==> src/source/perm_pkg.sv <==
`default_nettype none

package perm_pkg;

  // buffer geometry
  // word = E lanes of FSIZE bits
  parameter int E = 4;
  parameter int FSIZE = 16;
  parameter int DATA_W = E * FSIZE;

  // one address per buffer word, 4096 words
  parameter int ADDR_W = 12;

  // source RAM read latency in cycles
  parameter int READ_LATENCY = 2;

  // pattern codes as carried on the start request
  // codes outside 1..12 fall back to PAT_1 in the address map
  typedef enum logic [15:0] {
    PAT_1  = 16'd1,
    PAT_2  = 16'd2,
    PAT_3  = 16'd3,
    PAT_4  = 16'd4,
    PAT_5  = 16'd5,
    PAT_6  = 16'd6,
    PAT_7  = 16'd7,
    PAT_8  = 16'd8,
    PAT_9  = 16'd9,
    PAT_10 = 16'd10,
    PAT_11 = 16'd11,
    PAT_12 = 16'd12
  } perm_pattern_e;

  // sequencer FSM
  // idle: waiting for start
  // read: one source read per cycle
  // drain: waiting for the last write to leave the pipeline
  typedef enum logic [1:0] {
    ST_IDLE  = 2'd0,
    ST_READ  = 2'd1,
    ST_DRAIN = 2'd2
  } perm_state_e;

endpackage

`default_nettype wire

==> src/source/perm_addr_map.sv <==
`timescale 1ns/10ps
`default_nettype none

module perm_addr_map #(
  parameter int ADDR_W = perm_pkg::ADDR_W
) (
  input  perm_pkg::perm_pattern_e pattern,
  input  logic [ADDR_W-1:0]       addr,
  output logic [ADDR_W-1:0]       mapped_addr
);

  import perm_pkg::*;

  // the bit tables below are written for 12-bit addresses only
  if (ADDR_W != 12) begin : g_width_check
    $error("perm_addr_map needs ADDR_W of 12, got %0d", ADDR_W);
  end

  // pure wiring, no pipeline stage
  // each entry is written msb first
  // source bit order per pattern, listed for output bit 0 upward
  always_comb begin
    case (pattern)
      // out 0..11 <- 3 4 5 6 7 8 0 1 2 9 10 11
      // low six bits rotate past the next three
      PAT_2, PAT_8: begin
        mapped_addr = {addr[11:9], addr[2:0], addr[8:3]};
      end

      // out 0..11 <- 8 9 10 0 1 2 3 4 5 6 7 11
      // msb stays put
      PAT_3: begin
        mapped_addr = {addr[11], addr[7:0], addr[10:8]};
      end

      // out 0..11 <- 11 0 1 2 ... 10
      // rotate left by one
      PAT_4: begin
        mapped_addr = {addr[10:0], addr[11]};
      end

      // out 0..11 <- 3 4 ... 11 0 1 2
      // full rotate right by three
      PAT_5, PAT_11: begin
        mapped_addr = {addr[2:0], addr[11:3]};
      end

      // out 0..11 <- 3 4 ... 10 0 1 2 11
      // rotate right by three on the low eleven bits
      PAT_6: begin
        mapped_addr = {addr[11], addr[2:0], addr[10:3]};
      end

      // out 0..11 <- 4 0 1 5 6 7 8 9 10 11 2 3
      PAT_7: begin
        mapped_addr = {addr[3:2], addr[11:5], addr[1:0], addr[4]};
      end

      // out 0..11 <- 7 8 9 0 1 2 3 4 5 6 10 11
      // two top bits untouched
      PAT_9: begin
        mapped_addr = {addr[11:10], addr[6:0], addr[9:7]};
      end

      // out 0..11 <- 10 11 0 1 ... 9
      // rotate left by two
      PAT_10: begin
        mapped_addr = {addr[9:0], addr[11:10]};
      end

      // out 0..11 <- 3 4 5 6 7 8 9 0 1 2 10 11
      PAT_12: begin
        mapped_addr = {addr[11:10], addr[2:0], addr[9:3]};
      end

      // PAT_1 and every unlisted code
      // out 0..11 <- 2 3 0 4 5 6 7 8 9 10 11 1
      default: begin
        mapped_addr = {addr[1], addr[11:4], addr[0], addr[3:2]};
      end
    endcase
  end

endmodule

`default_nettype wire

==> src/source/perm_delay_line.sv <==
`timescale 1ns/10ps
`default_nettype none

module perm_delay_line #(
  parameter int WIDTH = 8,
  parameter int DEPTH = 1
) (
  input  logic             clk,
  input  logic             rstn,
  input  logic             in_valid,
  input  logic [WIDTH-1:0] in_data,
  output logic             out_valid,
  output logic [WIDTH-1:0] out_data
);

  if (DEPTH < 1) begin : g_depth_check
    $error("perm_delay_line needs DEPTH of at least 1, got %0d", DEPTH);
  end

  // stage 0 is fed from the input, stage DEPTH-1 drives the output
  logic [DEPTH-1:0] valid_q;
  logic [WIDTH-1:0] data_q [DEPTH];

  // valid chain, cleared on reset
  always_ff @(posedge clk) begin
    if (!rstn) begin
      valid_q <= '0;
    end else begin
      valid_q[0] <= in_valid;
      for (int i = 1; i < DEPTH; i++) begin
        valid_q[i] <= valid_q[i-1];
      end
    end
  end

  // payload chain, free running
  always_ff @(posedge clk) begin
    data_q[0] <= in_data;
    for (int i = 1; i < DEPTH; i++) begin
      data_q[i] <= data_q[i-1];
    end
  end

  assign out_valid = valid_q[DEPTH-1];
  assign out_data  = data_q[DEPTH-1];

endmodule

`default_nettype wire

==> src/source/perm_sequencer.sv <==
`timescale 1ns/10ps
`default_nettype none

module perm_sequencer #(
  parameter int ADDR_W       = perm_pkg::ADDR_W,
  parameter int READ_LATENCY = perm_pkg::READ_LATENCY
) (
  input  logic                    clk,
  input  logic                    rstn,
  input  logic                    start_valid,
  input  perm_pkg::perm_pattern_e start_pattern,
  output logic                    start_ready,
  output perm_pkg::perm_pattern_e pattern,
  output logic [ADDR_W-1:0]       rd_addr,
  output logic                    rd_valid,
  output logic                    rd_last,
  output logic                    busy
);

  import perm_pkg::*;

  // drain lasts READ_LATENCY+1 cycles, counter runs 0..READ_LATENCY
  localparam int DRAIN_W = $clog2(READ_LATENCY + 2);
  localparam logic [DRAIN_W-1:0] DRAIN_END = DRAIN_W'(READ_LATENCY);
  localparam logic [ADDR_W-1:0] LAST_ADDR = '1;

  perm_state_e state;
  perm_state_e state_next;

  // read counter doubles as the source RAM address
  logic [ADDR_W-1:0]  rd_cnt;
  logic [DRAIN_W-1:0] drain_cnt;
  logic               start_fire;

  // handshake only in idle
  assign start_ready = (state == ST_IDLE);
  assign start_fire  = start_valid && start_ready;
  assign busy        = (state != ST_IDLE);

  // one read per cycle while in read state
  assign rd_valid = (state == ST_READ);
  assign rd_addr  = rd_cnt;
  assign rd_last  = rd_valid && (rd_cnt == LAST_ADDR);

  always_comb begin
    state_next = state;
    case (state)
      ST_IDLE: begin
        if (start_fire) begin
          state_next = ST_READ;
        end
      end
      // leave right after the last address went out
      ST_READ: begin
        if (rd_last) begin
          state_next = ST_DRAIN;
        end
      end
      // last write leaves the pipe in the final drain cycle
      ST_DRAIN: begin
        if (drain_cnt == DRAIN_END) begin
          state_next = ST_IDLE;
        end
      end
      default: begin
        state_next = ST_IDLE;
      end
    endcase
  end

  always_ff @(posedge clk) begin
    if (!rstn) begin
      state <= ST_IDLE;
    end else begin
      state <= state_next;
    end
  end

  // counters
  always_ff @(posedge clk) begin
    if (!rstn) begin
      rd_cnt    <= '0;
      drain_cnt <= '0;
    end else begin
      if (start_fire) begin
        rd_cnt <= '0;
      end else if (rd_valid) begin
        // wraps to zero after the last address
        rd_cnt <= rd_cnt + 1'b1;
      end
      if (state == ST_DRAIN) begin
        drain_cnt <= drain_cnt + 1'b1;
      end else begin
        drain_cnt <= '0;
      end
    end
  end

  // pattern held for the whole run, until the next start
  always_ff @(posedge clk) begin
    if (start_fire) begin
      pattern <= start_pattern;
    end
  end

  // every run sweeps from address zero
  a_read_from_zero: assert property (@(posedge clk) disable iff (!rstn)
    $rose(rd_valid) |-> (rd_addr == '0));

  // a latched X pattern would scramble the whole run
  a_pattern_known: assert property (@(posedge clk) disable iff (!rstn)
    start_fire |-> !$isunknown(start_pattern));

endmodule

`default_nettype wire

==> src/source/perm_engine.sv <==
`timescale 1ns/10ps
`default_nettype none

module perm_engine #(
  parameter int ADDR_W       = perm_pkg::ADDR_W,
  parameter int DATA_W       = perm_pkg::DATA_W,
  parameter int READ_LATENCY = perm_pkg::READ_LATENCY
) (
  input  logic                    clk,
  input  logic                    rstn,
  input  logic                    start_valid,
  input  perm_pkg::perm_pattern_e start_pattern,
  output logic                    start_ready,
  output logic [ADDR_W-1:0]       rd_addr,
  input  logic [DATA_W-1:0]       rd_data,
  output logic                    wr_en,
  output logic [ADDR_W-1:0]       wr_addr,
  output logic [DATA_W-1:0]       wr_data,
  output logic                    busy
);

  import perm_pkg::*;

  perm_pattern_e     pattern;
  logic              rd_valid;
  logic              rd_last;
  logic [ADDR_W-1:0] mapped_addr;

  // address side payload is {last, mapped address}
  logic [ADDR_W:0]   addr_dly_in;
  logic [ADDR_W:0]   addr_dly_out;
  logic              addr_valid;
  logic              wr_last;

  perm_sequencer #(
    .ADDR_W       (ADDR_W),
    .READ_LATENCY (READ_LATENCY)
  ) u_seq (
    .clk           (clk),
    .rstn          (rstn),
    .start_valid   (start_valid),
    .start_pattern (start_pattern),
    .start_ready   (start_ready),
    .pattern       (pattern),
    .rd_addr       (rd_addr),
    .rd_valid      (rd_valid),
    .rd_last       (rd_last),
    .busy          (busy)
  );

  perm_addr_map #(
    .ADDR_W (ADDR_W)
  ) u_map (
    .pattern     (pattern),
    .addr        (rd_addr),
    .mapped_addr (mapped_addr)
  );

  assign addr_dly_in = {rd_last, mapped_addr};

  // RAM latency plus the data output register
  perm_delay_line #(
    .WIDTH (ADDR_W + 1),
    .DEPTH (READ_LATENCY + 1)
  ) u_addr_dly (
    .clk       (clk),
    .rstn      (rstn),
    .in_valid  (rd_valid),
    .in_data   (addr_dly_in),
    .out_valid (addr_valid),
    .out_data  (addr_dly_out)
  );

  // rd_data is sampled every cycle
  perm_delay_line #(
    .WIDTH (DATA_W),
    .DEPTH (1)
  ) u_data_dly (
    .clk       (clk),
    .rstn      (rstn),
    .in_valid  (1'b1),
    .in_data   (rd_data),
    .out_valid (),
    .out_data  (wr_data)
  );

  assign wr_last = addr_dly_out[ADDR_W];
  assign wr_addr = addr_dly_out[ADDR_W-1:0];
  assign wr_en   = addr_valid;

  // busy drops right after the final write
  a_busy_falls: assert property (@(posedge clk) disable iff (!rstn)
    wr_en && wr_last |=> !busy);

endmodule

`default_nettype wire

==> config.mk <==
export PLATFORM = sky130hd
export DESIGN_NAME = perm_engine
export DESIGN_NICKNAME = d
export VERILOG_FILES = /design/src/source/perm_pkg.sv /design/src/source/perm_addr_map.sv /design/src/source/perm_delay_line.sv /design/src/source/perm_sequencer.sv /design/src/source/perm_engine.sv
export SDC_FILE = /design/constraint.sdc
export NUM_CORES = 1
export LEC_CHECK = 0
export BUFFER_PORTS_ARGS = -buffer_cell sky130_fd_sc_hd__buf_2
export CORE_MARGIN = 4
export CORE_UTILIZATION = 47
export DETAILED_ROUTE_END_ITERATION = 10
export GPL_ROUTABILITY_DRIVEN = 0
export PLACE_DENSITY = 0.76
export SETUP_SLACK_MARGIN = 0.05
export SLEW_MARGIN = 10
export SYNTH_ARGS = -nofsm -noshare
export SYNTH_HDL_FRONTEND = slang
export SYNTH_SLANG_ARGS = --single-unit
==> constraint.sdc <==
create_clock -name clk -period 2.6 [get_ports clk]
set_input_delay 0.13 -clock clk [delete_from_list [all_inputs] [get_ports clk]]
set_output_delay 0.13 -clock clk [all_outputs]
set_load 0.005 [all_outputs]
# --- Yosys cells after proc, flatten, opt, wreduce, memory -nomap -nowiden ---
# Memory sizes are Yosys's and may differ from the RTL's.
# Cells that the tools add are included.
word_totals:
  ff_bits: 35
  latchBits: 0
  ram_bits: 103
  mem_bits_ro: 0
  inputBits: 83
  output_inout_bits: 91
  wordCells: 42
  n_memories: 2
mem_list:
  columns: ["memory", "depth", "width", "read_ports", "rd_clocked_by_memory_dff", "write_ports", "line_no", "source"]
  rows:
  - ["u_data_dly.data_q", 1, 64, 1, 0, 1, "perm_delay_line.sv:22", "logic [WIDTH-1:0] data_q [DEPTH];"]
  - ["u_addr_dly.data_q", 3, 13, 3, 0, 3, "perm_delay_line.sv:22", null]
op_classes:
  n_addsub: 2
  n_mul: 0
  div: 0
  n_lt_le_gt_ge: 0
  eq_ne: 18
  shift: 0
  n_mux: 5
  bitwise: 1
  n_reduce_logical: 9
ops:
  columns: ["operator", "count"]
  rows:
  - ["case mux 12 bit (9 select lines)", 1]
  - ["equality test 16 x 4 -> 1 bit (second input constant)", 5]
  - ["equality test 16 x 3 -> 1 bit (second input constant)", 4]
  - ["equality test 16 x 2 -> 1 bit (second input constant)", 2]
  - ["adder 12 x 1 -> 12 bit (second input constant)", 1]
  - ["equality test 12 bit (second input constant)", 1]
  - ["2-to-1 mux 2 bit", 3]
  - ["case mux 2 bit (3 select lines)", 1]
  - ["OR reduction 2 bit", 3]
  - ["equality test 2 bit (second input constant)", 2]
  - ["!= test 2 bit (second input constant)", 2]
  - ["AND reduction 3 bit", 1]
  - ["adder 2 x 1 -> 2 bit (second input constant)", 1]
  - ["equality test 2 x 1 -> 1 bit (second input constant)", 1]
  - ["logical AND 1 bit", 2]
  - ["logical NOT 2 bit", 1]
  - ["!= test 2 x 1 -> 1 bit (second input constant)", 1]
  - ["AND reduction 2 bit", 1]
  - ["nonzero test 2 bit", 1]
  - ["inverter 1 bit", 1]

# --- Longest topological paths before layout ---
logic_depth:
  ltp_word: 4
  mapped_depth: 7
  depth_no_buf: 5

# --- Cells and area by module ---
# Synthesis repeated with hierarchy kept, for this count alone.
unflattened:
  hier_cells: 380
  area_unflattened_um2: 4533.1
modules_own_cells:
  columns: ["mod", "n_inst", "cells_per_inst", "area_per_inst_um2", "seq_area_each_um2"]
  rows:
  - ["perm_delay_line at u_data_dly", 1, 66, 1307.5, 1301.2]
  - ["perm_sequencer", 1, 105, 1272.5, 800.8]
  - ["perm_addr_map", 1, 150, 992.2, 0.0]
  - ["perm_delay_line at u_addr_dly", 1, 58, 957.2, 840.8]
  - ["perm_engine", 1, 1, 3.8, 0.0]

# --- Worst setup path before layout ---
# No wires, ideal clock.
synth_timing:
  path_kind: "flip-flop to flip-flop"
  start: "register u_seq.pattern[5]"
  end: "memory u_addr_dly.data_q[0][10] (netlist name)"
  setup_time_ns: 0.117
  arrival_ns: 2.060
  slack_ns: 0.423
  path_stages_with_launch: 7
  synth_period_minus_slack_ns: 2.177
  cell_sequence: "edfxtp_1 or4_4 or3_4 or2_0 buf_2 a221o_1 o22a_1"
synth_lines:
  columns: ["element", "line_no", "source"]
  rows:
  - ["start: declaration", "perm_sequencer.sv:13", "output perm_pkg::perm_pattern_e pattern,"]
  - ["start signal: assignment", "perm_sequencer.sv:102", "pattern <= start_pattern;"]
  - ["end: declaration", "perm_delay_line.sv:22", null]

==> results.md <==
- Vias per cell: 5.048
- Worst vdd ir: about 590 uV
- RSZ-0062 raised after global routing: false
- Yosys warns: 0
- # DRC: 0
- Reg area: between 2000 and 3000 um2
- Core Area: 8763 um2
- DIE AREA: about 11,000 um2
- Leading cell type by number of instances after synthesis: dfxtp_1
- Num Clock Sinks: ~140
- Most instantiated cells after synthesis: 119 x dfxtp_1, 26 x nor2_1, 18 x clkbuf_1
- Tmin final: roughly 2400 ps
- CTS tree: built
- Critical Path Start Type: flip-flop
- Ant. Diodes: 0
- EDFF count, synth: 16
- Slew @ Worst Pin: between 500 and 600 ps
- Largest net degree at the start of global routing: 23
- Worst hold-check path type: in -> reg
- Synthesized Nets: 444
- Slowest cell on crit path: or4_1
- Synthesized flop and latch total: between 100 and 150
- Max clock buf depth: 2
- Horiz. Die Dim: roughly 100 um
- # resized after CTS: 0
- Vias in the first global route: 3,580
- Hold Buf Count CTS: 82
- Post-synth top flop: dfxtp_1
- Skew final: ~11 ps
- Worst Path Arrival: about 2800 ps
- Layout cell share with drive strength beyond 1: between 30% and 40%
- CP max FO: 9
- First-pass GRT wire length: around 17,000 um
- # H-tree levels: 4
- Final period util: between 90% and 100%
- Maxcap violations: 0
- Critical path class: reg -> reg
- Count of final hold-check violations: 0
- Worst r2r dst: u_addr_dly.data_q[0][10]
- DR iter-0 viols: a little under 500
- CP peak stage delay: about 600 ps
- Worst EP required: 2990 ps
- Leak: around 2.8 nW
- FMAX: around 420 MHz
- Grt ovf: 0
- Num CTS Buffers: 17
- Port Buf Inserts: 173
- Final net count: 688
- Global-route usage over all layers: a little over a fifth
- Cell Area, Synth: approximately 4200 um2
- Clock edge transition at the registers on the reported setup and hold paths: about 60 ps
- Post-synth ARST share: 0%
- Ports: around 170
- Mapped Cells: ~360
- Antenna viol nets, final: 0
- Pre-Repair DR Iteration Count: 6
- Cell family with most CP delay: simple AND/OR/NAND/NOR gates
- Largest cells by area after synthesis: dfxtp_1 56%, edfxtp_1 11%, nor2_1 2.3%
- Die height: 103.0 um
- Area of the multi-input gates: 1162 um2
- Row cnt: 34
- Stages on worst setup path: 5
- Final slew viol count: 0
- Fillers: between 500 and 600
- Reg2Reg Launch Point: u_seq.pattern[10]
- Hold path start: rd_data[42]
- Drt wl/cell: 15.94 um
- Synth unique cells: 54
- CP endpoint kind: flip-flop
- Clock Tree Root: clkbuf_8
- Area grow syn2layout: 52.83%
- Setup TNS: 0 ps
- Post-synthesis area per instance: around 12 um2
- End of the worst hold path: u_data_dly.data_q[0][42]
- Starting Density: between 40% and 50%
- Placement Cell Area: between 5000 and 6000 um2
- DR vias: about 3.7k
- R2r setup slk: about 230 ps
- Clock Latency Late Sink: about 500 ps
- Fin cells: between 700 and 800
- Post-synth top area share: between 50% and 60%
- Power per cell area: 739.9 nW/um2
- Status: completed
- Register area share after synthesis: roughly 67%
- Final WL: ~12,000 um
- Post-route cell area: 6486 um2
- Slew headroom: between 60 and 70%
- Critical path buffer and inverter count: 0
- R2R depth: 5
- WHS: about 260 ps
- Final setup vio count: 0
- Post CTS Setup Buffer Count: 0
- Post-DP HPWL: 6786 um
- Largest area contributor in the netlist: dfxtp_1
- Cell chain of the critical path: or4_1, or3_4, or2_0, a221o_1, o22a_1
- Overall Power: roughly 0.0048 W
- Initial antenna violation count: 0
- Hold Path Stages: 2
- Dpl cells: slightly above 600
-- sequential cells by signal (all words and copies together) (netlist names) --
| signal | cells |
|---|---|
| u_addr_dly.valid_q | 3 |
| u_seq.drain_cnt | 2 |
| u_seq.pattern | 16 |
| u_data_dly.data_q | 64 |
| u_seq.state | 2 |
| u_addr_dly.data_q | 36 |
| u_seq.rd_addr | 12 |
-- logic make-up (layout without fill, tap and decap cells) --
group / after synthesis / count (layout) / synth area share, %
AOI/OAI and AO/OA: 66 / 66 / 11.12
xor gates and xnor gates: 11 / 11 / 2.270
muxes: 5 / 5 / 1.238
adders and majority gates: 2 / 2 / 0.5895
and+or+nand+nor: 95 / 95 / 12.18
DFF: 135 / 135 / 67.45
buffers and inverters: 45 / 302 / 5.159
-- cells in the final DEF, fill, tap and decap left out, types with 4 or more instances in the layout --
cell type | netlist | routed
xor2_1 | 5 | 5
o21ai_0 | 10 | 10
buf_2 | 4 | 173
inv_1 | 7 | 7
a31oi_1 | 4 | 4
inv_6 | 0 | 5
edfxtp_1 | 16 | 16
dfxtp_1 | 119 | 119
nor2b_1 | 4 | 4
or3_1 | 5 | 5
nand2_1 | 14 | 14
clkbuf_16 | 0 | 16
a21oi_1 | 11 | 11
nand3_1 | 11 | 11
nor3_1 | 4 | 4
nand4_1 | 5 | 5
xnor2_1 | 6 | 6
a32o_1 | 4 | 4
a22oi_1 | 8 | 8
dlygate4sd3_1 | 0 | 82
nor2_1 | 26 | 26
nand2b_1 | 4 | 4
buf_4 | 12 | 8
-- stage by stage --
step | utilization, % | worst slack, ps
after global routing | 74.01 | 76.84
final | 74.01 | 230.1
after floorplan | - | 423.2
after detailed placement | 58.34 | 285.8
after CTS | 74.01 | 270.4
after global placement | 58.34 | 341.8
-- power breakdown --
group / leakage [nW] / switching [W] / internal (W)
Clock: 0.265 / 0.000952 / 0.00121
Sequential: 1.14 / 0.0000490 / 0.00220
Combinational: 1.43 / 0.000165 / 0.000215
-- how the worst max path moves through the flow --
stage / startpoint / slack, ps / endpoint
2_1_floorplan: u_seq.pattern[5] / 420 / u_addr_dly.data_q[0][10]
3_3_place_gp: u_seq.pattern[5] / 340 / u_addr_dly.data_q[0][10]
3_5_place_dp: u_seq.pattern[5] / 290 / u_addr_dly.data_q[0][10]
4_1_cts: u_seq.pattern[5] / 270 / u_addr_dly.data_q[0][10]
5_1_grt: u_seq.pattern[10] / 80 / u_addr_dly.data_q[0][6]
6_report: u_seq.pattern[10] / 230 / u_addr_dly.data_q[0][10]
-- worst reg2reg max path, stage by stage, from the launching register on --
cell,delay (ps)
edfxtp_1,390
or4_1,600
or3_4,390
or2_0,390
a221o_1,330
o22a_1,150
-- layer usage --
metal  vias to the layer above  track usage [%]  part of all wire, %
met5                         -                0                    0
met2                       249            36.21                   49
met3                        34            7.307                   12
li1                       1752                -                    -
met4                         0            6.773                  2.3
met1                      1620            24.54                   37
-- final cells by class --
| class | count | area share (%) |
|---|---|---|
| flip-flops and latches | 135 | 44.14 |
| multi-input cells | 179 | 17.92 |
| well taps | 108 | 2.083 |
| inverters | 7 | 0.4051 |
| clock inverters | 15 | 2.141 |
| clock buffers | 17 | 6.385 |
| repair buffers | 263 | 26.93 |
(Power assumes the default switching activity.)
